`src/icache_ctrl/icache_stat_counters.sv`:
```
// Hit, transaction and miss counters with clear and enable
`timescale 1ns/1ps

module icache_stat_counters
(
   input  logic        clk_i,
   input  logic        rst_n_i,

   // One cycle event pulses from the controller
   input  logic        hit_i,
   input  logic        miss_i,
   input  logic        trans_i,

   input  logic        clear_i,
   input  logic        enable_i,

   output logic [31:0] hit_count_o,
   output logic [31:0] trans_count_o,
   output logic [31:0] miss_count_o
);

   always_ff @(posedge clk_i or negedge rst_n_i)
   begin
      if (!rst_n_i)
      begin
         hit_count_o   <= '0;
         trans_count_o <= '0;
         miss_count_o  <= '0;
      end
      else if (clear_i)
      begin
         // Clear beats a same cycle event
         hit_count_o   <= '0;
         trans_count_o <= '0;
         miss_count_o  <= '0;
      end
      else if (enable_i)
      begin
         hit_count_o   <= hit_count_o + {31'd0, hit_i};
         trans_count_o <= trans_count_o + {31'd0, trans_i};
         miss_count_o  <= miss_count_o + {31'd0, miss_i};
      end
   end

endmodule

```
`config.mk`:
```
export PLATFORM = sky130hd
export DESIGN_NAME = icache_stat_counters
export DESIGN_NICKNAME = d
export VERILOG_FILES = /design/src/icache_ctrl/icache_stat_counters.sv
export SDC_FILE = /design/constraint.sdc
export NUM_CORES = 1
export LEC_CHECK = 0
export BUFFER_PORTS_ARGS = -buffer_cell sky130_fd_sc_hd__buf_2
export CAP_MARGIN = 20
export CORE_ASPECT_RATIO = 2
export CORE_MARGIN = 4
export CORE_UTILIZATION = 56
export CTS_CLUSTER_DIAMETER = 40
export CTS_CLUSTER_SIZE = 10
export DETAILED_ROUTE_END_ITERATION = 10
export PLACE_DENSITY = 0.81
export SLEW_MARGIN = 40
export SYNTH_ARGS = -nofsm -noshare
export SYNTH_HDL_FRONTEND = slang
export SYNTH_SLANG_ARGS = --single-unit
export TNS_END_PERCENT = 20
```
`constraint.sdc`:
```
create_clock -name clk_i -period 2.38 [get_ports clk_i]
set_clock_uncertainty 0.05 [all_clocks]
set_input_delay 0.238 -clock clk_i [delete_from_list [all_inputs] [get_ports clk_i]]
set_output_delay 0.238 -clock clk_i [all_outputs]
set_load 0.01 [all_outputs]
```
==> impl_summary.txt <==
----------------------------------------------------
[Drt]
  Number of iterations in the first detailed-routing pass ... 5
  Number of DRC markers in iteration 0 ... 383
  Met2 wire length ... approximately 7300 um
  Highest metal layer used by the detailed router ... met4
  Vias post-DR ... roughly 5,000
  Average wire length per cell after detail routing ... about 18 um
  Post-Route M1 WL ... slightly above 5000 um
  Met3 Wirelength ... between 600 and 700 um
  DRC violation count after routing ... 0
  Drt via density ... ~6.4
  Post-detailed-route count of antenna-violating nets ... 0
  Drt total wl ... 13,400 um

[Final layout]
  Filler cell count in the final layout ... 741
  Area added between synthesis and finish ... 18.6%
  Fraction of layout cells with a size suffix above 1 ... 0.231
  Final-stage net count ... between 600 and 700
  Utilization of the core after routing ... 0.685
  Number of antenna repair diodes ... 0

[STA]
  Hold Worst Slack ... between 0.08 and 0.09 ns
  Peak clock frequency supported by timing ... 442 MHz
  Setup TNS ... 0 ns
  Actual transition at the worst max-transition pin ... a little over 0.6 ns
  Worst slew margin relative to its limit ... 0.595
  Post-layout min period ... ~2.3 ns
  Final Setup Violations ... 0
  Crit share post-route ... 0.950
  Final hold viol count ... 0
  Final count of pins violating max slew ... 0
  RSZ-0062 raised after global routing ... no

[Worst setup path]
  Critical Path Slowest Stage Cell ... sky130_fd_sc_hd__or4_4
  Ordered list of cells on the worst path ... ha_1 -> nand2_1 -> or4_4 -> nor4_1 -> mux2_2
  Critical path required time ... 2.55 ns
  Worst endpoint data arrival time ... roughly 2.4 ns
  Kind of cell adding the most delay to the critical path ... simple AND/OR/NAND/NOR gates
  Peak per-stage delay on the critical path ... about 0.7 ns
  CP Launch Type ... register
  Number of buffer and inverter instances along the worst setup path ... 0
  Type of the worst setup path ... register to register
  Crit Path Max Fanout ... 30
  Endpoint kind of the worst setup timing path ... register

[Clocking]
  Clk Latency, worst-skew pair ... about 0.34 ns
  Total of hold buffers inserted after clock tree synthesis ... 1
  CTS tree ... done
  Num Clock Sinks ... 96
  Inserted Clock Buffers ... 9
  Clock H-tree levels ... 3
  Clock slew seen by the registers of the worst setup and hold paths ... around 0.070 ns
  Cell chosen for the clock root ... sky130_fd_sc_hd__clkbuf_16
  Post_cts resized ... 0
  Number of setup buffers added after CTS ... 0
  CTS max path bufs ... 2

[GRT]
  Vias in the first global route ... 4,750
  GRT Overall Usage ... 0.250
  Global-route wire length before repair ... ~23,000 um
  Initial antenna violation count ... 0
  Largest net degree at the start of global routing ... 53
  Final global-route overflow total ... 0

[Power]
  Switching power of the nets ... ~0.72 mW
  Pleak ... roughly 2.8 nW
  Pwr dens ... approximately 550 nW/um^2
  Max rail drop VDD ... around 0.4 mV
  Share of total power consumed by net switching ... 0.212
  Internal power ... around 2.7 mW
  Relative contribution of sequential cells to total power ... 0.481
  Combinational share of power ... 0.040
  Overall power of the completed layout ... around 3.4 mW
  Clock power share ... 0.479

[Placed design]
  Input/output buffers ... 102
  Final HPWL DP ... between 9000 and 10,000 um
  Final weighted congestion in routability-driven placement ... approximately 0.9

[Run]
  Max capacitance violation total ... 0

[Synth]
  Post-synthesis xor/xnor area fraction ... 0.0484
  Number of distinct library cells after synthesis ... 37
  Synthesized-area fraction occupied by adder cells ... 0.0143
  Proportion of synthesized chip area in sequential cells ... 0.458
  Post-synthesis instance area ... 5250 sq um
  Portion of netlist area occupied by mux cells ... 0.0358
  Most used flip-flop cell after synthesis ... sky130_fd_sc_hd__dfrtp_1
  Syn Inst Count ... 565
  Average footprint of a synthesized cell ... between 9 and 10 sq um
  Most common library cells after synthesis ... sky130_fd_sc_hd__dfrtp_1, sky130_fd_sc_hd__nor2_1, sky130_fd_sc_hd__a21oi_1, sky130_fd_sc_hd__nand2_1, sky130_fd_sc_hd__nand3_1
  Yosys top cell area share ... 0.458
  Share of flip-flops with an asynchronous set or reset ... 1.00
  Number of enable-type register cells in the synthesized netlist ... 0
  Fraction of the mapped netlist area in compound gates ... 0.127
  Number of register bits inferred by synthesis ... between 90 and 100
  Dominant cells by area after synthesis ... sky130_fd_sc_hd__dfrtp_1, sky130_fd_sc_hd__or4_1, sky130_fd_sc_hd__a21oi_1
  Yosys Warn Count ... 0
  Library cell with the largest summed area after synthesis ... sky130_fd_sc_hd__dfrtp_1
  Synthesized net count ... about 580
  Simple-gate portion of the synthesized area ... 0.281
  Leading cell type by number of instances after synthesis ... sky130_fd_sc_hd__dfrtp_1
  Combinational family with the most area after synthesis ... simple AND/OR/NAND/NOR gates

[Floorplanning]
  Area enclosed by the die boundary ... approximately 11,000 sq um
  I/O pin count ... between 100 and 150
  CORE AREA ... 9070 sq um
  Initial Utilization ... 0.578
  Vertical die dimension ... 145 um
  Cell Rows ... slightly below 50
  Die Span X ... about 76 um

[Worst hold path]
  Worst Hold Class ... input pin to register

[Run status]
  Result of the run ... completed

----------------------------------------------------
==> cell usage in the layout, fill, tap and decap left out, types with 3 or more instances in the layout <==
cell type and n:
sky130_fd_sc_hd__xnor2_1 11, sky130_fd_sc_hd__dfrtp_1 96, sky130_fd_sc_hd__inv_1 14, sky130_fd_sc_hd__or4_1 31, sky130_fd_sc_hd__nor4_1 20, sky130_fd_sc_hd__ha_1 6
sky130_fd_sc_hd__or2_2 6, sky130_fd_sc_hd__clkbuf_16 9, sky130_fd_sc_hd__nand2_1 34, sky130_fd_sc_hd__or3_1 18, sky130_fd_sc_hd__o311ai_0 4, sky130_fd_sc_hd__mux2i_1 3
sky130_fd_sc_hd__and2_1 6, sky130_fd_sc_hd__nor3_1 5, sky130_fd_sc_hd__nor2_1 46, sky130_fd_sc_hd__and4_1 9, sky130_fd_sc_hd__buf_4 15, sky130_fd_sc_hd__o31ai_1 26
sky130_fd_sc_hd__nand4_1 27, sky130_fd_sc_hd__o21ai_0 18, sky130_fd_sc_hd__mux2_2 14, sky130_fd_sc_hd__bufinv_16 3, sky130_fd_sc_hd__buf_2 100, sky130_fd_sc_hd__o21a_1 4
sky130_fd_sc_hd__nand3_1 33, sky130_fd_sc_hd__o41ai_1 4, sky130_fd_sc_hd__a21oi_1 43, sky130_fd_sc_hd__xor2_1 18, sky130_fd_sc_hd__and3_1 11, sky130_fd_sc_hd__nor2b_1 14
==> layout make-up <==
class	count	area, sq um	share of cell area
clock inverter	6	109	0.0175
tap	102	128	0.0205
inverter	14	52.6	0.00845
multi-input combinational	421	2660	0.428
sequential	96	2400	0.386
timing repair buffer	117	643	0.103
clock buffer	9	225	0.0362
==> sequential cells by signal (all words and copies together) (netlist names) <==
name,count
hit_count_o,32
miss_count_o,32
trans_count_o,32
==> power by group through the flow <==
| stage | logic [mW] | clock network, mW | registers, mW |
|---|---|---|---|
| 2_1_floorplan | 0.0595 | 0 | 1.68 |
| 3_3_place_gp | 0.134 | 0 | 1.67 |
| 3_5_place_dp | 0.138 | 0 | 1.68 |
| 4_1_cts | 0.139 | 1.66 | 1.64 |
| 5_1_grt | 0.155 | 1.73 | 1.64 |
| 6_report | 0.136 | 1.64 | 1.64 |
==> logic make-up (layout without fill, tap and decap cells) <==
kind of cell,after synthesis,after routing
fa+ha+maj,6,6
compound gates,105,105
buf+inv,48,146
flops,96,96
simple gates,264,264
xor+xnor,29,29
mux,17,17
==> worst paths after layout <==
check                                startpoint                to  slack [ns]  cells past startpoint
worst max-delay path            miss_count_o[0]  miss_count_o[31]        0.12                      5
worst min-delay path                    clear_i   hit_count_o[29]        0.08                      2
worst max register to register  miss_count_o[0]  miss_count_o[31]        0.12                      5
worst min register to register  hit_count_o[23]   hit_count_o[23]        0.53                      2
max in group asynchronous               rst_n_i  trans_count_o[0]        1.18                      3
min in group asynchronous               rst_n_i  miss_count_o[14]        0.40                      2
==> per-stage QoR <==
step,std cells,area [sq um],worst slack (ns)
after CTS,765,6220,0.130
final,765,6220,0.118
after detailed placement,749,5880,0.149
after floorplan,565,5250,0.157
after global placement,749,5880,0.226
after global routing,765,6220,0.0178
==> layer usage <==
layer | GRT usage | vias to the layer above
li1 | - | 2290
met1 | 0.279 | 2409
met2 | 0.472 | 156
met3 | 0.0409 | 22
met4 | 0.101 | 0
met5 | 0 | -
Power figures use the tool's default switching activity.
