**src/common/icache_pkg.sv**
```systemverilog
// Cache geometry, address field positions and payload types
package icache_pkg;

   // Fetch side widths, one fetch returns a whole line
   localparam int FETCH_ADDR_WIDTH = 32;
   localparam int FETCH_DATA_WIDTH = 128;

   // Associativity and capacity in bytes
   localparam int NB_WAYS          = 2;
   localparam int CACHE_SIZE       = 512;

   // One line per set in every way
   localparam int NUM_SETS         = CACHE_SIZE / (NB_WAYS * FETCH_DATA_WIDTH / 8);

   ////////////////////////////////////////////////////////////////////////////
   // Address split: | tag | set index | byte offset |
   ////////////////////////////////////////////////////////////////////////////
   localparam int OFFSET_WIDTH     = $clog2(FETCH_DATA_WIDTH / 8);
   localparam int SET_ID_LSB       = OFFSET_WIDTH;
   localparam int SET_ID_MSB       = SET_ID_LSB + $clog2(NUM_SETS) - 1;
   localparam int TAG_LSB          = SET_ID_MSB + 1;
   // Full tag, no reduction against the program memory size
   localparam int TAG_WIDTH        = FETCH_ADDR_WIDTH - TAG_LSB;

   typedef logic [FETCH_ADDR_WIDTH-1:0]      fetch_addr_t;
   typedef logic [FETCH_DATA_WIDTH-1:0]      line_t;
   typedef logic [SET_ID_MSB-SET_ID_LSB:0]   set_idx_t;
   // One bit per way, for enables and hit vectors
   typedef logic [NB_WAYS-1:0]               way_vec_t;

   // Tag array entry, valid bit on top
   typedef struct packed {
      logic                 valid;
      logic [TAG_WIDTH-1:0] tag;
   } tag_entry_t;

endpackage

```
**src/hw/refill_resp_buffer.sv**
```systemverilog
// Two entry FIFO that catches refill response lines until the controller takes them
`timescale 1ns/1ps

module refill_resp_buffer
(
   input  logic              clk_i,
   input  logic              rst_n_i,

   // Memory side, no back pressure
   input  logic              valid_i,
   input  icache_pkg::line_t data_i,

   // Controller side
   input  logic              pop_i,
   output logic              valid_o,
   output icache_pkg::line_t data_o
);

   icache_pkg::line_t slots_q [2];
   logic              wr_ptr_q;
   logic              rd_ptr_q;
   logic [1:0]        count_q;

   // Head of queue straight from the slot
   assign valid_o = (count_q != 2'd0);
   assign data_o  = slots_q[rd_ptr_q];

   // Pointers and fill level
   always_ff @(posedge clk_i or negedge rst_n_i)
   begin
      if (!rst_n_i)
      begin
         wr_ptr_q <= 1'b0;
         rd_ptr_q <= 1'b0;
         count_q  <= 2'd0;
      end
      else
      begin
         if (valid_i)
         begin
            wr_ptr_q <= ~wr_ptr_q;
         end
         if (pop_i)
         begin
            rd_ptr_q <= ~rd_ptr_q;
         end
         count_q <= count_q + {1'b0, valid_i} - {1'b0, pop_i};
      end
   end

   // Line storage
   always_ff @(posedge clk_i)
   begin
      if (valid_i)
      begin
         slots_q[wr_ptr_q] <= data_i;
      end
   end

   // Memory must not run ahead of the controller by more than two lines
   a_no_push_full: assert property (@(posedge clk_i) disable iff (!rst_n_i)
      valid_i |-> (count_q != 2'd2));
   // Controller pops only what has arrived
   a_no_pop_empty: assert property (@(posedge clk_i) disable iff (!rst_n_i)
      pop_i |-> (count_q != 2'd0));

endmodule

```
**config.mk**
```make
export PLATFORM = sky130hd
export DESIGN_NAME = refill_resp_buffer
export DESIGN_NICKNAME = d
export VERILOG_FILES = /design/src/common/icache_pkg.sv /design/src/hw/refill_resp_buffer.sv
export SDC_FILE = /design/constraint.sdc
export NUM_CORES = 1
export LEC_CHECK = 0
export CAP_MARGIN = 20
export CORE_UTILIZATION = 62
export CTS_CLUSTER_DIAMETER = 150
export CTS_CLUSTER_SIZE = 24
export DETAILED_ROUTE_END_ITERATION = 8
export DONT_BUFFER_PORTS = 1
export PLACE_DENSITY = 0.88
export REMOVE_ABC_BUFFERS = 1
export SYNTH_ARGS = -nofsm -noshare
export SYNTH_HDL_FRONTEND = slang
export SYNTH_SLANG_ARGS = --single-unit
```
**constraint.sdc**
```tcl
create_clock -name clk_i -period 7.5 [get_ports clk_i]
set_input_delay 0.375 -clock clk_i [delete_from_list [all_inputs] [get_ports clk_i]]
set_output_delay 0.375 -clock clk_i [all_outputs]
set_load 0.03 [all_outputs]
```
==> results.sh, run 1 <==
export IMPL_run_status="did not finish"
export IMPL_stop_stage="4_1_cts"
export IMPL_error="[ERROR RSZ-0060] Max buffer count reached."
export IMPL_postCtsSetupRepairBufs=0
export IMPL_yosysUniqueCellTypes=12
export IMPL_die_h_um=126
export IMPL_synth_area_per_cell_um2=23.0
export IMPL_cts_max_level=1
export IMPL_clockBufferDepth=3
export IMPL_ios=261
export IMPL_yosysWarnings=0
export IMPL_numCtsBuffers=14
export IMPL_start_util=0.644
export IMPL_gp_congestion=0.754
export IMPL_ys_seq_elements=260
export IMPL_ys_seq_area_frac=0.822
export IMPL_cts_root_buf="clkbuf_16"
export IMPL_cts_resized=0
export IMPL_netlist_instances=412
export IMPL_cts_hold_buffers=122
export IMPL_die_x_um=126
export IMPL_clock_sinks=260
export IMPL_rows=44
export IMPL_io_buffer_count=0
export IMPL_synth_area_um2=9470
cell usage after synthesis:
master,n,area share
and2_1,1,0.00066
buf_2,1,0.00053
buf_6,13,0.015
dfrtp_1,4,0.011
edfxtp_1,256,0.81
ha_1,2,0.0026
inv_1,2,0.00079
mux2_2,128,0.15
nor2b_1,1,0.00066
or2_2,1,0.00066
xor2_1,2,0.0018
xor3_1,1,0.0025
through the flow:
step | hold WS, ns | util | setup WS, ns | cell area (um^2) | cells
detailed placement | 0.0799 | 0.653 | 4.87 | 9600 | 586
floorplan | 0.0794 | - | 0.810 | 9320 | 398
global placement | 0.0798 | 0.653 | 4.92 | 9600 | 586
cells by family after synthesis:
group,Yosys count,share of synthesized area
mux,128,0.152
xor+xnor,3,0.00436
flops,260,0.822
simple gates,3,0.00198
fa+ha+maj,2,0.00264
buf+inv,16,0.0168
==> inputs of run 2 (changes only) <==
CORE_UTILIZATION = 40   (was 62)
CTS_CLUSTER_DIAMETER = not set   (was 150)
CTS_CLUSTER_SIZE = not set   (was 24)
PLACE_DENSITY = not set   (was 0.88)
PLACE_DENSITY_LB_ADDON = 0.15   (was not set)
==> run 2 against run 1 <==
Compared with the run above:
- the flow now finishes without violations
- synthesized cell count did not move
- area after synthesis unchanged
==> results.sh, run 2 <==
export IMPL_synth_top_cell_area_share=0.812
export IMPL_overflow=0
export IMPL_rr_worst_depth=2
export IMPL_core_area_um2=22900
export IMPL_postCtsSetupRepairBufs=0
export IMPL_antenna_found_initial=1
export IMPL_finalPower_mw=4.73
export IMPL_grt_usage=0.138
export IMPL_synth_area_per_cell_um2=23.0
export IMPL_rsz0062_at_grt="no"
export IMPL_wl_um=17300
export IMPL_grt_use_met3=0.0517
export IMPL_die_h_um=156
export IMPL_synth_area_mux_share=0.152
export IMPL_path_clk_slew_ns=0.06
export IMPL_die_area_um2=24300
export IMPL_grt_util_met2=0.243
export IMPL_yosysWarnings=0
export IMPL_path_max_fanout=71
export IMPL_setup_viol=0
export IMPL_synth_top_family_by_area="multiplexers"
export IMPL_cts_tree="built"
export IMPL_clock_sinks=260
export IMPL_ys_seq_area_frac=0.822
export IMPL_crit_arrival_ns=2.93
export IMPL_drtAntennaViolNets=0
export IMPL_synth_flop_cell="edfxtp_1"
export IMPL_drc=0
export IMPL_start_util=0.413
export IMPL_top_usage_layer="met2"
export IMPL_peakVddDrop_uv=249
export IMPL_end_kind="output port"
export IMPL_synth_area_um2=9470
export IMPL_design_area_um2=12000
export IMPL_tightest_slew_ns=0.997
export IMPL_place_area_um2=9760
export IMPL_fmax_ghz=0.302
export IMPL_yosysMostFrequentCell="edfxtp_1"
export IMPL_yosysTopAreaCell="edfxtp_1"
export IMPL_via_per_inst=4.73
export IMPL_cts_resized=0
export IMPL_netlist_instances=412
export IMPL_required_ns=7.12
export IMPL_clockBufferDepth=3
export IMPL_gp_congestion=0.703
export IMPL_cts_root_buf="clkbuf_16"
export IMPL_ys_seq_elements=260
export IMPL_hold_class="primary input to async pin"
export IMPL_seq_area_um2=7790
export IMPL_synth_common_cells="edfxtp_1, mux2_2, buf_6"
export IMPL_synth_area_top_cells="edfxtp_1, mux2_2, buf_6"
export IMPL_pwr_density_cell_nw_per_um2=395
export IMPL_dr_pass1_iters=4
export IMPL_synth_simple_gate_area_frac=0.00198
export IMPL_gr_usage_met1=0.154
export IMPL_finalNetCount=698
export IMPL_period_needed_ns=3.31
export IMPL_synth_compound_area_frac=0
export IMPL_io_buffer_count=0
export IMPL_run_status="complete, no violations"
export IMPL_relSlewSlack=0.334
export IMPL_p_leak_nw=4.01
export IMPL_numCtsBuffers=28
export IMPL_synth_edf_count=256
export IMPL_reg_top3="slots_q x256, count_q x2"
export IMPL_critPathLaunchType="flip-flop"
export IMPL_cap_violations=0
export IMPL_cts_max_level=1
export IMPL_ios=261
export IMPL_hpwl_um=10900
export IMPL_die_x_um=156
export IMPL_grt_pass1_vias=4614
export IMPL_drt_iter0_markers=189
export IMPL_vias=4246
export IMPL_yosysUniqueCellTypes=12
export IMPL_multi_input_area_um2=1540
export IMPL_utilization=0.522
export IMPL_layout_drive_gt1_share=0.305
export IMPL_routedWlPerCell_um=19.3
export IMPL_largest_register="slots_q"
export IMPL_fin_setup_tns_ns=0
export IMPL_drv_slew=0
export IMPL_clk_latency_ns=0.52
export IMPL_async_reset_ff_frac=0.0154
export IMPL_largest_reg_flops=256
export IMPL_area_delta_synth_final_pct=26.2
export IMPL_period_share=0.441
export IMPL_most_common_layout_cells="edfxtp_1, dlygate4sd3_1, mux2_2"
export IMPL_yosys_area_share_adder=0.00264
export IMPL_grt_max_degree=80
export IMPL_fillCellCount=1839
export IMPL_final_common_cell="edfxtp_1"
export IMPL_grt_pass1_wl_um=25600
export IMPL_synthXorXnorAreaFrac=0.00436
export IMPL_skew_ns=0.0150
export IMPL_path_class="flip-flop to output port"
export IMPL_rows=55
export IMPL_cts_hold_buffers=131
export IMPL_finalHoldViolCount=0
-- run 2: cell counts after synthesis --
No cell type changed its count.
-- run 2: worst max-delay path, stage by stage (launching register included) --
cell     delay, ns
dfrtp_4       0.93
buf_4         0.78
mux2_2        0.51
-- run 2: through the flow --
stage	hold slack, ns	setup WS (ns)	instances
finish	0.124	4.19	898
global route	0.124	4.01	898
CTS	0.114	4.14	896
detailed placement	0.0797	4.71	715
global placement	0.0797	4.77	715
floorplan	0.0794	0.810	398
-- run 2: metal layers --
metal  up-vias  share of wire
li1       1949              -
met2       179           0.51
met4         0          0.025
met5         -              0
met1      2083           0.37
met3        35          0.090
-- run 2: final cells by class --
cell class | instances | share of cell area
repair buffers | 136 | 0.114
well taps | 313 | 0.0328
clock buffers | 33 | 0.0619
flip-flops and latches | 260 | 0.652
diodes | 1 | 0.000209
inverters | 2 | 0.000628
multi-input cells | 136 | 0.128
clock inverters | 17 | 0.00994
-- run 2: path summary, 6_finish.rpt --
path / startpoint / end / slack, ns
setup / recovery: rd_ptr_q / data_o[36] / 4.19
hold / removal: rst_n_i / count_q[0] / 0.12
setup reg to reg: wr_ptr_q / slots_q[0][60] / 5.16
hold reg to reg: wr_ptr_q / wr_ptr_q / 0.54
max in group asynchronous: rst_n_i / rd_ptr_q / 7.18
min in group clk_i: pop_i / count_q[1] / 0.24
-- run 2: report_power, final --
part | internal, mW | switching (mW)
registers | 1.93 | 0.129
logic | 0.420 | 0.992
clock network | 0.738 | 0.519
total | 3.09 | 1.64
-- run 2: cell families after synthesis --
group         Yosys count
mux                   128
buf+inv                16
flops                 260
fa+ha+maj               2
simple gates            3
xor+xnor                3
No activity file was read; power rests on OpenSTA's default activity.
