<file path="src/common/icache_pkg.sv">
// Cache geometry, address field positions and payload types
package icache_pkg;

   // Fetch side widths, one fetch returns a whole line
   localparam int FETCH_ADDR_WIDTH = 32;
   localparam int FETCH_DATA_WIDTH = 128;

   // Associativity and capacity in bytes
   localparam int NB_WAYS          = 2;
   localparam int CACHE_SIZE       = 512;

   // One line per set in every way
   localparam int NUM_SETS         = CACHE_SIZE / (NB_WAYS * FETCH_DATA_WIDTH / 8);

   ////////////////////////////////////////////////////////////////////////////
   // Address split: | tag | set index | byte offset |
   ////////////////////////////////////////////////////////////////////////////
   localparam int OFFSET_WIDTH     = $clog2(FETCH_DATA_WIDTH / 8);
   localparam int SET_ID_LSB       = OFFSET_WIDTH;
   localparam int SET_ID_MSB       = SET_ID_LSB + $clog2(NUM_SETS) - 1;
   localparam int TAG_LSB          = SET_ID_MSB + 1;
   // Full tag, no reduction against the program memory size
   localparam int TAG_WIDTH        = FETCH_ADDR_WIDTH - TAG_LSB;

   typedef logic [FETCH_ADDR_WIDTH-1:0]      fetch_addr_t;
   typedef logic [FETCH_DATA_WIDTH-1:0]      line_t;
   typedef logic [SET_ID_MSB-SET_ID_LSB:0]   set_idx_t;
   // One bit per way, for enables and hit vectors
   typedef logic [NB_WAYS-1:0]               way_vec_t;

   // Tag array entry, valid bit on top
   typedef struct packed {
      logic                 valid;
      logic [TAG_WIDTH-1:0] tag;
   } tag_entry_t;

endpackage

</file>
<file path="src/hw/icache_way_bank.sv">
// Flop based storage for one cache way with registered read, payload given by type
`timescale 1ns/1ps

module icache_way_bank
#(
   parameter type payload_t = logic
)
(
   input  logic                 clk_i,
   input  logic                 rst_n_i,

   input  logic                 rd_en_i,
   input  logic                 wr_en_i,
   input  icache_pkg::set_idx_t addr_i,
   input  payload_t             wdata_i,
   output payload_t             rdata_o
);

   // One entry per set
   payload_t entries_q [icache_pkg::NUM_SETS];

   always_ff @(posedge clk_i or negedge rst_n_i)
   begin
      if (!rst_n_i)
      begin
         for (int s = 0; s < icache_pkg::NUM_SETS; s++)
         begin
            entries_q[s] <= '0;
         end
         rdata_o <= '0;
      end
      else
      begin
         // Write lands at this edge
         if (wr_en_i)
         begin
            entries_q[addr_i] <= wdata_i;
         end
         // Read data shows up next cycle and holds until the next read
         if (rd_en_i)
         begin
            rdata_o <= entries_q[addr_i];
         end
      end
   end

endmodule

</file>
<file path="config.mk">
export PLATFORM = sky130hd
export DESIGN_NAME = icache_way_bank
export DESIGN_NICKNAME = d
export VERILOG_FILES = /design/src/common/icache_pkg.sv /design/src/hw/icache_way_bank.sv
export SDC_FILE = /design/constraint.sdc
export NUM_CORES = 1
export LEC_CHECK = 0
export ABC_AREA = 0
export BUFFER_PORTS_ARGS = -buffer_cell sky130_fd_sc_hd__buf_2
export CAP_MARGIN = 20
export CORE_MARGIN = 3
export CORE_UTILIZATION = 50
export CTS_BUF_LIST = sky130_fd_sc_hd__clkbuf_8
export CTS_CLUSTER_DIAMETER = 150
export DETAILED_ROUTE_END_ITERATION = 8
export HOLD_SLACK_MARGIN = 0.15
export PLACE_DENSITY = 0.74
export SLEW_MARGIN = 15
export SYNTH_ARGS = -nofsm -noshare
export SYNTH_HDL_FRONTEND = slang
export SYNTH_SLANG_ARGS = --single-unit
</file>
<file path="constraint.sdc">
create_clock -name clk_i -period 1.63 [get_ports clk_i]
set_input_delay 0.489 -clock clk_i [delete_from_list [all_inputs] [get_ports clk_i]]
set_output_delay 0.489 -clock clk_i [all_outputs]
set_load 0.05 [all_outputs]
</file>
==> results of run 1 <==
logic make-up after synthesis:
family	after synthesis
buf+inv	4
flops	17
mux	22
simple gates	24
metal layers:
layer,up-vias,track usage (%),part of all wire (%)
li1,272,-,-
met1,290,24.11,47
met2,14,26.56,47
met3,0,6.642,5.9
met4,0,4.301,0
met5,-,0,0
stage by stage:
step                hold WS (ns)  setup TNS [ns]
finish                    0.4914        -0.05078
global route              0.4854         -0.1075
CTS                       0.4891        -0.05574
detailed placement        0.4267         -0.4481
global placement          0.4240         -0.4259
floorplan                 0.1934         -0.2649
sequential cells by signal, summed over array words and instances, names as in the netlist:
name	flops
rdata_o	1
entries_q	16
cell usage after synthesis:
cell type	number	area, um^2
buf_6	1	11.26
clkbuf_1	3	11.26
dfrtp_1	17	425.4
mux2_1	2	22.52
mux2_2	14	157.7
mux2_4	1	15.01
mux4_1	4	105.1
mux4_2	1	22.52
nand2_1	2	7.510
nand2b_1	2	12.51
nand3_1	2	10.01
nand3b_1	4	30.03
nor2_1	10	37.54
nor3_1	3	15.01
nor3b_1	1	7.510
where the power goes:
group          switching (mW)  internal [mW]
clock                   0.153          0.172
sequential             0.0567          0.524
combinational           0.111          0.162
layout make-up:
class / instances / area, um^2 / area share (%)
clock inverters: 1 / 7.507 / 0.7203
flip-flops and latches: 17 / 425.4 / 40.82
repair buffers: 16 / 110.1 / 10.56
clock buffers: 3 / 41.29 / 3.962
multi-input cells: 46 / 427.9 / 41.06
well taps: 24 / 30.03 / 2.881
worst max path at each step:
stage / start / to / slack [ns] / cells past startpoint
after floorplan: addr_i[2] / rdata_o / -0.26 / 4
after global placement: addr_i[2] / rdata_o / -0.43 / 4
after detailed placement: addr_i[2] / rdata_o / -0.45 / 4
after CTS: entries_q[3] / rdata_o / -0.06 / 3
after global routing: entries_q[0] / rdata_o / -0.11 / 3
final: entries_q[0] / rdata_o / -0.05 / 3
placed cells by master (no fill, tap or decap):
master / Yosys / routed
nor3b_1: 1 / 1
buf_4: 0 / 6
mux2_2: 14 / 14
nand3b_1: 4 / 4
mux2_1: 2 / 2
nor3_1: 3 / 3
nand3_1: 2 / 2
nor2_1: 10 / 10
dlygate4sd3_1: 0 / 1
nand2_1: 2 / 2
buf_8: 0 / 1
mux4_2: 1 / 5
clkbuf_8: 0 / 3
nand2b_1: 2 / 2
clkinvlp_4: 0 / 1
mux2_4: 1 / 1
dfrtp_1: 17 / 17
buf_2: 0 / 8
repair_timing:
item                       4_1_cts  5_1_grt
hold buffers                     1        0
setup endpoints to repair        1        1
resized for setup                3        0
hold endpoints to repair        11        0
==> results.py, run 1 <==
metrics = {
    "sta": {
        "timing.fmax_ghz": 0.5950,
        "worst_slew_pin_slew_ns": 0.3714,
        "finalHoldViolCount": 0,
        "finalClockSkew_ns": 0.0007711,
        "setup_viol": 1,
        "finalWorstSetupSlack_ns": -0.05078,
        "period_share_pct": 103.1,
        "grt_setup_unrepaired": "true",
        "final.min_clock_period_ns": 1.681,
        "drv_slew": 0,
        "max-slew-margin-rel_pct": 75.24,
    },
    "global_routing": {
        "overflow": 0,
        "grt_usage_pct": 17.62,
        "grt_max_degree": 18,
        "grt_pass1_wl_um": 2711,
        "antenna_found_initial": 0,
        "grt_pass1_vias": 586,
    },
    "critical_path": {
        "r2r_setup_slack_ns": -0.05,
        "crit_type": "register to register",
        "r2r-start": "entries_q[0]",
        "crit_fanout": 2,
        "r2r_end": "rdata_o",
        "critPathMaxStageDelay_ns": 0.47,
        "cp.required_ns": 1.77,
        "cpMaxStageDelayCell": "mux4_2",
        "cp_num_buf_inv": 0,
        "rr_worst_depth": 3,
        "cp_cell_sequence": "mux4_2 > mux4_2 > mux2_4",
        "path_common_cell": "mux4_2",
        "worstSetupEndpointType": "register",
        "arrival_ns": 1.82,
        "crit_family": "multiplexers",
        "start_kind": "register",
    },
    "synth": {
        "yosysSeqAreaShare_pct": 47.75,
        "netlist_instances": 67,
        "yosysWarnings": 0,
        "synth_adder_area_share_pct": 0,
        "synth-simple-area-share_pct": 13.48,
        "synth_xor_xnor_area_share_pct": 0,
        "synth_seq_cells": 17,
        "synth_cell_types": 15,
        "syn_area_um2": 890.9,
        "yosys-mux-area-fraction_pct": 36.24,
        "synth_compound_area_share_pct": 0,
        "synth_fp_nets": 76,
        "avgSynthCellArea_um2": 13.30,
        "synth_top_family_by_area": "multiplexers",
    },
    "route": {
        "drcViolationCount": 0,
        "drt_iter0_drc": 8,
        "num_vias": 576,
        "drt-total-wl_um": 1597,
        "ant_nets": 0,
        "first_pass_iters": 4,
        "vias_per_cell": 5.383,
        "avgRoutedWirePerCell_um": 14.93,
    },
    "run_status": {
        "outcome": "complete, but fails checks",
        "violations": "negative setup slack",
    },
    "floorplanning": {
        "die-area_um2": 2324,
        "die_x_um": 48.21,
        "floorplan.io_pins": 10,
        "core_area_um2": 1594,
        "initial_utilization_pct": 55.89,
        "rows": 14,
        "die_h_um": 48.21,
    },
    "final_layout": {
        "final_area_um2": 1042,
        "fin_util_pct": 65.38,
        "drive_above_1_share_pct": 46.99,
        "syn2layout_area_growth_pct": 16.99,
        "final_cells": 107,
        "fillCellCount": 135,
        "antennaDiodeCount": 0,
        "nets": 93,
    },
    "cts": {
        "cts_tree": "built",
        "insertion_delay_ns": 0.25,
        "postCtsSetupRepairBufs": 0,
        "cts-root-buf": "clkbuf_8",
        "cts_made_buffers": 3,
        "cts.sinks": 17,
        "cts_htree_levels": 1,
        "cts_buffer_depth": 2,
        "clkTransAtPathRegs_ns": 0.07,
    },
    "place": {
        "place_area_um2": 973.4,
        "gp_congestion": 0.8164,
        "pre_cts_slack_ns": -0.4481,
        "placedCellCount": 102,
        "dp_hpwl_um": 1186,
        "port_buffers": 9,
    },
    "power_and_ir_drop": {
        "vdd_drop_max_mv": 0.8755,
        "power_leakage_nw": 0.4421,
        "pwr_density_cell_nw_per_um2": 1130,
        "finalPower_mw": 1.178,
    },
    "flow_run": {
        "drv_cap": 0,
    },
    "worst_hold_path": {
        "min_path_cells": 2,
        "hp-start": "rd_en_i",
        "min-delay-path-class": "primary input to register",
        "min_to": "rdata_o",
    },
}
Note: power is estimated with default switching activity, not from simulation.
==> run 2: changes to the inputs <==
--- a/config.mk
+++ b/config.mk
@@ -14,6 +14,7 @@
 export CTS_CLUSTER_DIAMETER = 150
 export DETAILED_ROUTE_END_ITERATION = 8
 export HOLD_SLACK_MARGIN = 0.15
+export MAX_ROUTING_LAYER = met4
 export PLACE_DENSITY = 0.74
 export SLEW_MARGIN = 15
 export SYNTH_ARGS = -nofsm -noshare
==> run 2 against run 1 <==
Effect of this change: setup slack better by 0.0028 ns; routed wire length down 1.0%; flip-flop and latch count is the same; worst hold slack is essentially flat; utilization stayed put; clock skew is 0.00081 ns higher; the flow still finishes with violations (negative setup slack); highest routed layer unchanged; cell count unchanged; critical path depth unchanged; die area is the same; global-route usage rose by 0.56 points; power fell by 0.33%.
==> results.py, run 2 (same netlist as run 1, synthesis figures left out) <==
metrics = {
    "global_routing": {
        "grt.busiest_layer": "met2",
        "grt_pass1_wl_um": 2704,
        "grt_max_degree": 18,
        "overflow": 0,
        "grt_pass1_vias": 589,
        "antenna_found_initial": 0,
        "met2_usage_pct": 26.56,
        "use_met1_pct": 24.11,
        "grt_usage_pct": 18.17,
        "grt_use_met3_pct": 6.642,
    },
    "final_layout": {
        "layout_commonest_cell": "dfrtp_1",
        "fillCellCount": 135,
        "fin_util_pct": 65.38,
        "largest_register_ffs": 16,
        "top_regs": "entries_q x16, rdata_o x1",
        "drive_above_1_share_pct": 46.99,
        "final_cell_mix": "dfrtp_1 (17), mux2_2 (14), nor2_1 (10)",
        "syn2layout_area_growth_pct": 16.99,
        "nets": 93,
        "multiInputGateArea_um2": 427.9,
        "seqCellArea_um2": 425.4,
        "antennaDiodeCount": 0,
        "largest_register": "entries_q",
    },
    "cts": {
        "cts_htree_levels": 1,
        "cts_buffer_depth": 2,
        "cts_made_buffers": 3,
        "cts-root-buf": "clkbuf_8",
        "clkTransAtPathRegs_ns": 0.07,
        "cts_tree": "built",
        "insertion_delay_ns": 0.25,
        "cts.sinks": 17,
    },
    "critical_path": {
        "path_common_cell": "mux4_2",
        "critPathMaxStageDelay_ns": 0.46,
        "endpoint": "rdata_o",
        "crit_family": "multiplexers",
        "rr_worst_depth": 3,
        "cp_cell_sequence": "mux4_2 > mux4_2 > mux2_4",
        "worstSetupEndpointType": "register",
        "r2r_setup_slack_ns": -0.05,
        "start_kind": "register",
        "r2r_end": "rdata_o",
        "cp_num_buf_inv": 0,
        "crit_fanout": 2,
        "cpMaxStageDelayCell": "mux4_2",
        "arrival_ns": 1.82,
        "crit_path_start": "entries_q[14]",
        "r2r-start": "entries_q[14]",
        "path_depth": 3,
        "cp.required_ns": 1.77,
        "crit_type": "register to register",
    },
    "sta": {
        "drv_slew": 0,
        "timing.fmax_ghz": 0.5960,
        "final.min_clock_period_ns": 1.678,
        "finalWorstSetupSlack_ns": -0.04798,
        "max-slew-margin-rel_pct": 75.13,
        "grt_setup_unrepaired": "true",
        "timing.hold.ws_ns": 0.4915,
        "setup_viol": 1,
        "fin_setup_tns_ns": -0.04798,
        "worst_slew_pin_slew_ns": 0.3730,
        "finalClockSkew_ns": 0.001583,
        "finalHoldViolCount": 0,
        "period_share_pct": 102.9,
    },
    "flow_run": {
        "drv_cap": 0,
    },
    "route": {
        "avgRoutedWirePerCell_um": 14.78,
        "vias_per_cell": 5.411,
        "drt-total-wl_um": 1581,
        "first_pass_iters": 3,
        "num_vias": 579,
        "drt_iter0_drc": 8,
        "ant_nets": 0,
        "drcViolationCount": 0,
    },
    "floorplanning": {
        "initial_utilization_pct": 55.89,
        "die-area_um2": 2324,
        "core_area_um2": 1594,
        "die_x_um": 48.21,
        "rows": 14,
        "die_h_um": 48.21,
        "floorplan.io_pins": 10,
    },
    "place": {
        "dp_hpwl_um": 1186,
        "port_buffers": 9,
        "gp_congestion": 0.8286,
    },
    "power_and_ir_drop": {
        "vdd_drop_max_mv": 0.8645,
        "pwr_density_cell_nw_per_um2": 1126,
        "power_leakage_nw": 0.4421,
    },
    "worst_hold_path": {
        "min-delay-path-class": "primary input to register",
    },
    "run_status": {
        "outcome": "complete, but fails checks",
        "violations": "negative setup slack",
    },
}
-- run 2: cell counts in the layout (fill, tap and decap cells not counted) --
Identical to the previous run, type by type.
-- run 2: how the worst min path moves through the flow --
| stage | startpoint | to | slack [ns] | cells past startpoint |
|---|---|---|---|---|
| 6_report | rd_en_i | rdata_o | 0.49 | 2 |
| 5_1_grt | rd_en_i | rdata_o | 0.49 | 2 |
| 4_1_cts | rd_en_i | rdata_o | 0.49 | 2 |
| 3_5_place_dp | rst_n_i | entries_q[13] | 0.43 | 1 |
| 3_3_place_gp | rst_n_i | entries_q[13] | 0.42 | 1 |
| 2_1_floorplan | rst_n_i | entries_q[0] | 0.19 | 0 |
-- run 2: through the flow --
step	instance area [um^2]	std cells	total power, mW	worst slack [ns]
after global routing	1042	107	1.238	-0.1075
after detailed placement	973.4	102	0.8578	-0.4481
after global placement	973.4	102	0.8458	-0.4259
after CTS	1042	107	1.190	-0.05574
after floorplan	879.6	67	0.7740	-0.2649
final	1042	107	1.174	-0.04798
-- run 2: layout make-up --
cell class / instances / area share (%)
clock buffers: 3 / 3.962
clock inverters: 1 / 0.7203
multi-input cells: 46 / 41.06
flip-flops and latches: 17 / 40.82
well taps: 24 / 2.881
repair buffers: 16 / 10.56
-- run 2: repair_timing --
item / 4_1_cts / 5_1_grt
hold buffers: 1 / 0
cloned: 0 / 0
hold endpoints to repair: 11 / 0
setup endpoints to repair: 1 / 1
gates resized for setup: 3 / 0
buffers inserted: 0 / 0
-- run 2: per-layer routing --
metal  vias up  wire, um
met1       291       734
met3         0        91
li1        274         -
met5         -         0
met2        14       755
met4         0         0
-- run 2: worst register-to-register path: stages, from the launching register on --
cell and delay [ns]:
dfrtp_1 0.39, mux4_2 0.46, mux4_2 0.45, mux2_4 0.26
-- run 2: power breakdown --
| group | total [mW] | internal [mW] | leakage [nW] | switching, mW |
|---|---|---|---|---|
| clock | 0.322 | 0.172 | 0.0217 | 0.150 |
| sequential | 0.580 | 0.524 | 0.208 | 0.0560 |
| combinational | 0.273 | 0.162 | 0.212 | 0.111 |
