$ cat src/common/icache_pkg.sv
// Cache geometry, address field positions and payload types
package icache_pkg;

   // Fetch side widths, one fetch returns a whole line
   localparam int FETCH_ADDR_WIDTH = 32;
   localparam int FETCH_DATA_WIDTH = 128;

   // Associativity and capacity in bytes
   localparam int NB_WAYS          = 2;
   localparam int CACHE_SIZE       = 512;

   // One line per set in every way
   localparam int NUM_SETS         = CACHE_SIZE / (NB_WAYS * FETCH_DATA_WIDTH / 8);

   ////////////////////////////////////////////////////////////////////////////
   // Address split: | tag | set index | byte offset |
   ////////////////////////////////////////////////////////////////////////////
   localparam int OFFSET_WIDTH     = $clog2(FETCH_DATA_WIDTH / 8);
   localparam int SET_ID_LSB       = OFFSET_WIDTH;
   localparam int SET_ID_MSB       = SET_ID_LSB + $clog2(NUM_SETS) - 1;
   localparam int TAG_LSB          = SET_ID_MSB + 1;
   // Full tag, no reduction against the program memory size
   localparam int TAG_WIDTH        = FETCH_ADDR_WIDTH - TAG_LSB;

   typedef logic [FETCH_ADDR_WIDTH-1:0]      fetch_addr_t;
   typedef logic [FETCH_DATA_WIDTH-1:0]      line_t;
   typedef logic [SET_ID_MSB-SET_ID_LSB:0]   set_idx_t;
   // One bit per way, for enables and hit vectors
   typedef logic [NB_WAYS-1:0]               way_vec_t;

   // Tag array entry, valid bit on top
   typedef struct packed {
      logic                 valid;
      logic [TAG_WIDTH-1:0] tag;
   } tag_entry_t;

endpackage

$ cat src/common/icache_array_if.sv
// Request and read data signals between the cache controller and the way banks
`timescale 1ns/1ps

interface icache_array_if;

   // Per way read and write strobes
   icache_pkg::way_vec_t                           tag_rd_req;
   icache_pkg::way_vec_t                           tag_wr_req;
   icache_pkg::way_vec_t                           data_rd_req;
   icache_pkg::way_vec_t                           data_wr_req;

   // Shared by tag and data arrays, reads and writes
   icache_pkg::set_idx_t                           set_idx;
   icache_pkg::tag_entry_t                         tag_wdata;
   icache_pkg::line_t                              data_wdata;

   // Registered read data, valid the cycle after a read strobe
   icache_pkg::tag_entry_t [icache_pkg::NB_WAYS-1:0] tag_rdata;
   icache_pkg::line_t      [icache_pkg::NB_WAYS-1:0] data_rdata;

   // Controller side
   modport ctrl (
      output tag_rd_req, tag_wr_req, data_rd_req, data_wr_req,
      output set_idx, tag_wdata, data_wdata,
      input  tag_rdata, data_rdata
   );

   // Storage side
   modport array (
      input  tag_rd_req, tag_wr_req, data_rd_req, data_wr_req,
      input  set_idx, tag_wdata, data_wdata,
      output tag_rdata, data_rdata
   );

endinterface

$ cat src/icache_ctrl/pri_icache_controller.sv
// Cache controller FSM: lookup, refill, bypass, flush walk and round robin victim
`timescale 1ns/1ps

module pri_icache_controller
(
   input  logic                    clk_i,
   input  logic                    rst_n_i,

   // Fetch port from the core
   input  logic                    fetch_req_i,
   input  icache_pkg::fetch_addr_t fetch_addr_i,
   output logic                    fetch_gnt_o,
   output logic                    fetch_rvalid_o,
   output icache_pkg::line_t       fetch_rdata_o,

   // Refill request to program memory
   output logic                    refill_req_o,
   output icache_pkg::fetch_addr_t refill_addr_o,
   input  logic                    refill_gnt_i,

   // Refill data out of the response buffer
   input  logic                    resp_valid_i,
   input  icache_pkg::line_t       resp_data_i,
   output logic                    resp_pop_o,

   input  logic                    bypass_icache_i,
   input  logic                    flush_icache_i,
   output logic                    cache_is_bypassed_o,
   output logic                    cache_is_flushed_o,

   icache_array_if.ctrl            arr,

   // Statistic events
   output logic                    hit_o,
   output logic                    miss_o,
   output logic                    trans_o
);

   typedef enum logic [2:0] {
      S_IDLE, S_LOOKUP, S_BYPASS, S_REFILL_REQ, S_REFILL_WAIT, S_FLUSH
   } state_t;

   state_t                              state_q;
   state_t                              state_d;
   icache_pkg::fetch_addr_t             addr_q;
   logic [icache_pkg::TAG_WIDTH-1:0]    req_tag;
   icache_pkg::set_idx_t                req_set;
   icache_pkg::set_idx_t                flush_cnt_q;
   logic [$clog2(icache_pkg::NB_WAYS)-1:0] rr_q;
   icache_pkg::way_vec_t                victim_vec;
   icache_pkg::way_vec_t                hit_vec;
   icache_pkg::line_t                   hit_data;
   logic                                bypass_mode_q;
   logic                                bypass_change;
   logic                                accept;
   logic                                resp_take;
   logic                                line_fill;
   logic                                rvalid_q;
   logic                                bypassed_q;
   logic                                flushed_q;

   // Fields of the captured fetch address
   assign req_tag = addr_q[icache_pkg::FETCH_ADDR_WIDTH-1:icache_pkg::TAG_LSB];
   assign req_set = addr_q[icache_pkg::SET_ID_MSB:icache_pkg::SET_ID_LSB];

   // No grant while a flush request or a bypass change waits
   assign bypass_change = (bypass_icache_i != bypass_mode_q);
   assign fetch_gnt_o   = (state_q == S_IDLE) & ~flush_icache_i & ~bypass_change;
   assign accept        = fetch_req_i & fetch_gnt_o;

   assign resp_take     = (state_q == S_REFILL_WAIT) & resp_valid_i;
   assign resp_pop_o    = resp_take;
   // Bypassed lines never reach the arrays
   assign line_fill     = resp_take & ~bypass_mode_q;
   assign victim_vec    = icache_pkg::way_vec_t'(1) << rr_q;

   assign refill_req_o  = (state_q == S_REFILL_REQ);
   // Line aligned refill address
   assign refill_addr_o = {addr_q[icache_pkg::FETCH_ADDR_WIDTH-1:icache_pkg::OFFSET_WIDTH],
                           {icache_pkg::OFFSET_WIDTH{1'b0}}};

   assign trans_o = accept;
   assign hit_o   = (state_q == S_LOOKUP) & (hit_vec != '0);
   assign miss_o  = (state_q == S_LOOKUP) & (hit_vec == '0);

   assign fetch_rvalid_o      = rvalid_q;
   assign cache_is_bypassed_o = bypassed_q;
   assign cache_is_flushed_o  = flushed_q;

   ////////////////////////////////////////////////////////////////////////////
   // Tag compare
   ////////////////////////////////////////////////////////////////////////////
   always_comb
   begin
      hit_vec  = '0;
      hit_data = '0;
      for (int w = 0; w < icache_pkg::NB_WAYS; w++)
      begin
         if (arr.tag_rdata[w].valid && (arr.tag_rdata[w].tag == req_tag))
         begin
            hit_vec[w] = 1'b1;
            hit_data   = hit_data | arr.data_rdata[w];
         end
      end
   end

   // Array strobes; set index follows whoever owns the arrays this cycle
   always_comb
   begin
      arr.tag_rd_req      = '0;
      arr.data_rd_req     = '0;
      arr.tag_wr_req      = '0;
      arr.data_wr_req     = '0;
      arr.set_idx         = req_set;
      arr.tag_wdata.valid = 1'b1;
      arr.tag_wdata.tag   = req_tag;
      arr.data_wdata      = resp_data_i;
      case (state_q)
         S_IDLE:
         begin
            // Read both ways in the grant cycle
            arr.set_idx     = fetch_addr_i[icache_pkg::SET_ID_MSB:icache_pkg::SET_ID_LSB];
            arr.tag_rd_req  = {icache_pkg::NB_WAYS{accept & ~bypass_mode_q}};
            arr.data_rd_req = {icache_pkg::NB_WAYS{accept & ~bypass_mode_q}};
         end
         S_REFILL_WAIT:
         begin
            arr.tag_wr_req  = line_fill ? victim_vec : '0;
            arr.data_wr_req = line_fill ? victim_vec : '0;
         end
         S_FLUSH:
         begin
            // Invalid entry into every way of one set per cycle
            arr.set_idx    = flush_cnt_q;
            arr.tag_wdata  = '0;
            arr.tag_wr_req = '1;
         end
         default:
         begin
            arr.set_idx = req_set;
         end
      endcase
   end

   ////////////////////////////////////////////////////////////////////////////
   // Next state
   ////////////////////////////////////////////////////////////////////////////
   always_comb
   begin
      state_d = state_q;
      case (state_q)
         S_IDLE:
         begin
            // Leaving bypass forces a flush so stale lines cannot hit
            if (flush_icache_i || (bypass_change && bypass_mode_q))
               state_d = S_FLUSH;
            else if (accept)
               state_d = bypass_mode_q ? S_BYPASS : S_LOOKUP;
         end
         S_LOOKUP:      state_d = (hit_vec != '0) ? S_IDLE : S_REFILL_REQ;
         S_BYPASS:      state_d = S_REFILL_REQ;
         S_REFILL_REQ:  state_d = refill_gnt_i ? S_REFILL_WAIT : S_REFILL_REQ;
         S_REFILL_WAIT: state_d = resp_valid_i ? S_IDLE : S_REFILL_WAIT;
         S_FLUSH:
         begin
            if (flush_cnt_q == icache_pkg::set_idx_t'(icache_pkg::NUM_SETS - 1))
               state_d = S_IDLE;
         end
         default:       state_d = S_IDLE;
      endcase
   end

   // Control state; a flush walk starts out of reset
   always_ff @(posedge clk_i or negedge rst_n_i)
   begin
      if (!rst_n_i)
      begin
         state_q       <= S_FLUSH;
         flush_cnt_q   <= '0;
         rr_q          <= '0;
         bypass_mode_q <= 1'b0;
         bypassed_q    <= 1'b0;
         flushed_q     <= 1'b0;
         rvalid_q      <= 1'b0;
      end
      else
      begin
         state_q  <= state_d;
         rvalid_q <= hit_o | resp_take;
         // Mode and its status flag only move while idle
         if (state_q == S_IDLE)
         begin
            bypass_mode_q <= bypass_icache_i;
            bypassed_q    <= bypass_mode_q;
         end
         if (state_q == S_FLUSH)
            flush_cnt_q <= flush_cnt_q + 1'b1;
         if ((state_q == S_FLUSH) && (state_d == S_IDLE))
            flushed_q <= 1'b1;
         else if (line_fill)
         begin
            flushed_q <= 1'b0;
            rr_q      <= rr_q + 1'b1;
         end
      end
   end

   // Fetch address and returned line
   always_ff @(posedge clk_i)
   begin
      if (accept)
         addr_q <= fetch_addr_i;
      if (hit_o)
         fetch_rdata_o <= hit_data;
      else if (resp_take)
         fetch_rdata_o <= resp_data_i;
   end

   // Refills go to distinct ways, so a line is never resident twice
   a_hit_onehot: assert property (@(posedge clk_i) disable iff (!rst_n_i)
      (state_q == S_LOOKUP) |-> $onehot0(hit_vec));

endmodule

$ cat src/flat_wrapper.sv
// flat-port wrapper written by rule: the top's interface ports become plain ports
module pri_icache_controller_flat 
  (clk_i, rst_n_i, fetch_req_i, fetch_addr_i, fetch_gnt_o, fetch_rvalid_o, fetch_rdata_o, refill_req_o, refill_addr_o, refill_gnt_i, resp_valid_i, resp_data_i, resp_pop_o, bypass_icache_i, flush_icache_i, cache_is_bypassed_o, cache_is_flushed_o, hit_o, miss_o, trans_o, arr_tag_rd_req, arr_tag_wr_req, arr_data_rd_req, arr_data_wr_req, arr_set_idx, arr_tag_wdata, arr_data_wdata, arr_tag_rdata, arr_data_rdata);
  icache_array_if arr_i ();
  input  logic clk_i;
  input  logic rst_n_i;
  input  logic fetch_req_i;
  input  icache_pkg::fetch_addr_t fetch_addr_i;
  output logic fetch_gnt_o;
  output logic fetch_rvalid_o;
  output icache_pkg::line_t fetch_rdata_o;
  output logic refill_req_o;
  output icache_pkg::fetch_addr_t refill_addr_o;
  input  logic refill_gnt_i;
  input  logic resp_valid_i;
  input  icache_pkg::line_t resp_data_i;
  output logic resp_pop_o;
  input  logic bypass_icache_i;
  input  logic flush_icache_i;
  output logic cache_is_bypassed_o;
  output logic cache_is_flushed_o;
  output logic hit_o;
  output logic miss_o;
  output logic trans_o;
  output wire logic [$bits(arr_i.tag_rd_req)-1:0] arr_tag_rd_req;
  output wire logic [$bits(arr_i.tag_wr_req)-1:0] arr_tag_wr_req;
  output wire logic [$bits(arr_i.data_rd_req)-1:0] arr_data_rd_req;
  output wire logic [$bits(arr_i.data_wr_req)-1:0] arr_data_wr_req;
  output wire logic [$bits(arr_i.set_idx)-1:0] arr_set_idx;
  output wire logic [$bits(arr_i.tag_wdata)-1:0] arr_tag_wdata;
  output wire logic [$bits(arr_i.data_wdata)-1:0] arr_data_wdata;
  input wire logic [$bits(arr_i.tag_rdata)-1:0] arr_tag_rdata;
  input wire logic [$bits(arr_i.data_rdata)-1:0] arr_data_rdata;
  assign arr_tag_rd_req = arr_i.tag_rd_req;
  assign arr_tag_wr_req = arr_i.tag_wr_req;
  assign arr_data_rd_req = arr_i.data_rd_req;
  assign arr_data_wr_req = arr_i.data_wr_req;
  assign arr_set_idx = arr_i.set_idx;
  assign arr_tag_wdata = arr_i.tag_wdata;
  assign arr_data_wdata = arr_i.data_wdata;
  assign arr_i.tag_rdata = arr_tag_rdata;
  assign arr_i.data_rdata = arr_data_rdata;
  pri_icache_controller u_core (.clk_i(clk_i), .rst_n_i(rst_n_i), .fetch_req_i(fetch_req_i), .fetch_addr_i(fetch_addr_i), .fetch_gnt_o(fetch_gnt_o), .fetch_rvalid_o(fetch_rvalid_o), .fetch_rdata_o(fetch_rdata_o), .refill_req_o(refill_req_o), .refill_addr_o(refill_addr_o), .refill_gnt_i(refill_gnt_i), .resp_valid_i(resp_valid_i), .resp_data_i(resp_data_i), .resp_pop_o(resp_pop_o), .bypass_icache_i(bypass_icache_i), .flush_icache_i(flush_icache_i), .cache_is_bypassed_o(cache_is_bypassed_o), .cache_is_flushed_o(cache_is_flushed_o), .arr(arr_i), .hit_o(hit_o), .miss_o(miss_o), .trans_o(trans_o));
endmodule
$ cat config.mk
export PLATFORM = sky130hd
export DESIGN_NAME = pri_icache_controller_flat
export DESIGN_NICKNAME = d
export VERILOG_FILES = /design/src/common/icache_pkg.sv /design/src/common/icache_array_if.sv /design/src/icache_ctrl/pri_icache_controller.sv /design/src/flat_wrapper.sv
export SDC_FILE = /design/constraint.sdc
export NUM_CORES = 1
export LEC_CHECK = 0
export BUFFER_PORTS_ARGS = -buffer_cell sky130_fd_sc_hd__buf_2
export CORE_AREA = 5 5 310 312
export CTS_BUF_LIST = sky130_fd_sc_hd__clkbuf_8
export CTS_CLUSTER_SIZE = 28
export DETAILED_ROUTE_END_ITERATION = 12
export DIE_AREA = 0 0 315 317
export HOLD_SLACK_MARGIN = 0.02
export SYNTH_ARGS = -nofsm -noshare
export SYNTH_HDL_FRONTEND = slang
export SYNTH_SLANG_ARGS = --single-unit
$ cat constraint.sdc
create_clock -name clk_i -period 5 [get_ports clk_i]
set_clock_uncertainty 0.15 [all_clocks]
set_input_delay 1.25 -clock clk_i [delete_from_list [all_inputs] [get_ports clk_i]]
set_output_delay 1.25 -clock clk_i [all_outputs]
set_load 0.02 [all_outputs]
==> results.yml <==
outcome:
  run_status: "completed"
synthesis:
  yosysMostFrequentCell: "buf_4"
  synth_common_cells: "buf_4 (164), edfxtp_1 (156), a21o_1 (128), a22o_1 (128), xnor2_1 (51)"
  synth-edff-count: 156
  ys_types: 37
  netlist_area_mm2: 0.009554
  synth-warning-count: 0
  synth_flop_cell: "edfxtp_1"
  yosys-top-cells-area: "edfxtp_1 (49%), buf_4 (13%), a22o_1 (12%)"
  syn_inst: 767
  synth.largest_area_cell: "edfxtp_1"
  synth.ff_latch_count: 168
  synth_top_area_share_pct: 49.03
  synth-seq-area-share_pct: 52.20
  async_flop_share_pct: 7.143
  avgSynthCellArea_um2: 12.46
sta:
  timing.final.crit_share_pct: 92.17
  setup_viol: 0
  tns_ps: 0
  drv_slew: 0
  hold_ws_ps: 350.5
  fin_crit_ps: 4609
  worst_pin_slew_ps: 850.2
  rsz0062_at_grt: "false"
  max_freq_ghz: 0.2170
  finalWorstSetupSlack_ps: 391.4
  relSlewSlack_pct: 43.26
  final-hold-violation-count: 0
place:
  dpl_cell_area_mm2: 0.01395
  dp_hpwl_um: 44480
  finalWeightedCongestion: 0.8866
  dp_slack_ps: 412.0
  io_buffers: 798
clocking:
  cts_tree: "yes"
  cts_inserted_buffers: 17
  cts_setup_buffers: 0
  insertion_delay_ps: 550
  ctsResizeCount: 0
  clockRootBuffer: "clkbuf_8"
  clkSinkCount: 168
  path_clk_slew_ps: 110
  clockBufferDepth: 2
  ctsHoldBuffers: 0
  htreeDepth: 4
worst_setup_path:
  crit_slowest_cell: "or4_1"
  cp_common_cell: "buf_2"
  cp-end-kind: "output port"
  start_kind: "input pin"
  path_max_fanout: 2
  cpPeakStageDelay_ps: 650
  r2r_cells: 8
  crit_type: "in2out"
  required_ps: 3600
  cp_data_arrival_time_ps: 3210
  path_cells: "buf_2, xnor2_1, nand4_1, or4_1, o22ai_1, nor2b_1, buf_2"
power:
  intPower_mw: 2.637
  netSwitchingPower_mw: 1.492
  finalPower_mw: 4.129
  power_frac_clock_pct: 26.8
  switching_share_pct: 36.13
  p_per_area_mw_per_mm2: 287.2
  combPwrFrac_pct: 29.2
  cellLeakagePower_nw: 6.741
  ir_worst_vdd_uv: 176.5
  power_frac_seq_pct: 44.1
worst_hold_path:
  min_path_type: "reg2reg"
  hold_depth: 1
floorplan:
  coreArea_mm2: 0.09277
  dieHeight_um: 317
  initial_core_util_pct: 10.30
  rows: 112
  die-area_mm2: 0.09986
  dieWidth_um: 315
  io_pins: 807
grt:
  use_met2_pct: 15.61
  grt_first_pass_wirelength_um: 66270
  top_usage_layer: "met2"
  grt_use_met3_pct: 6.921
  antenna_found_initial: 32
  grtUsageTotal_pct: 9.672
  use_met1_pct: 9.833
  grt_pass1_vias: 8769
  grt_max_degree: 92
  grt-ovfl-total: 0
drt:
  via_per_inst: 3.338
  wirelength_um: 52220
  drtIter0Drc: 581
  vias: 8979
  drc: 0
  drtAntennaViolNets: 0
  wl_per_cell_um: 19.41
  firstDrtPassIters: 5
finish:
  area_growth_pct: 50.48
  drive_above_1_share_pct: 59.61
  final_nets: 1893
  design_area_mm2: 0.01438
flow_run:
  maxCapViolCount: 0
[cell type report]
class	instances	area [um2]
Antenna cell	5	12.51
Clock buffer	17	234.0
Clock inverter	15	178.9
Fill cell	10520	78390
Inverter	3	11.26
Multi-Input combinational cell	418	3201
Sequential cell	168	4987
Tap cell	1254	1569
Timing Repair Buffer	810	4184
[cells in the final DEF, fill, tap and decap left out, drive strengths merged, types with 3 or more instances in the layout]
master / count
clkinvlp: 4
a21o: 128
a22oi: 4
edfxtp: 156
nor2: 10
xnor2: 51
and2: 26
inv: 10
or4: 5
clkbuf: 17
nand2: 21
dfrtp: 10
a22o: 128
or3: 4
conb: 4
diode: 5
nand4: 11
o21ai: 3
nand3: 3
buf: 810
[per-stage QoR]
step                      util, %  instances
after floorplan                 -        770
after global placement      15.04       2653
after detailed placement    15.04       2653
after CTS                   15.48       2685
after global routing        15.49       2686
final                       15.50       2690
[path summary, 6_finish.rpt]
kind                                        from                  endpoint  slack, ps
setup / recovery               arr_tag_rdata[13]                     hit_o        390
hold / removal             u_core.flush_cnt_q[3]     u_core.flush_cnt_q[3]        350
setup reg to reg               u_core.addr_q[25]  u_core.fetch_rdata_o[32]       1520
hold reg to reg            u_core.flush_cnt_q[3]     u_core.flush_cnt_q[3]        350
max in group asynchronous                rst_n_i         u_core.state_q[2]       3990
min in group asynchronous                rst_n_i     u_core.flush_cnt_q[0]        420
[per-layer routing]
metal	vias to the layer above	wire, um
met1	4239	18010
met5	-	151
met2	554	24230
met4	24	1607
li1	4058	-
met3	104	8212
[power groups by stage]
stage	combinational (mW)	clock, mW	sequential [mW]
6_report	1.20	1.11	1.82
5_1_grt	1.30	1.25	1.84
4_1_cts	1.22	1.20	1.82
3_5_place_dp	1.22	0	1.85
3_3_place_gp	1.21	0	1.85
2_1_floorplan	0.571	0	1.97
[logic make-up (layout without fill, tap and decap cells)]
family,Yosys count,in the layout,synth area share (%)
AO/OA/AOI/OAI,267,267,22.58
flip-flops,168,168,52.20
AND/OR/NAND/NOR,93,93,5.461
buffers and inverters,184,845,14.69
adder cells (fa/ha/maj),2,2,0.2619
XOR/XNOR,52,52,4.767
other,1,9,0.03925
[sequential cells by signal, summed over array words and instances (netlist names)]
register	flops
u_core.fetch_rdata_o	128
u_core.addr_q	28
u_core.flush_cnt_q	4
u_core.state_q	3
u_core.bypass_mode_q	1
u_core.cache_is_bypassed_o	1
u_core.cache_is_flushed_o	1
u_core.fetch_rvalid_o	1
u_core.rr_q	1
[critical path, delay by kind of cell]
kind / cells / cell delay, ps
AOI/OAI and AO/OA: 1 / 380
and+or+nand+nor: 3 / 1130
xor gates and xnor gates: 1 / 140
buffers and inverters: 2 / 320
(Power assumes the default switching activity.)
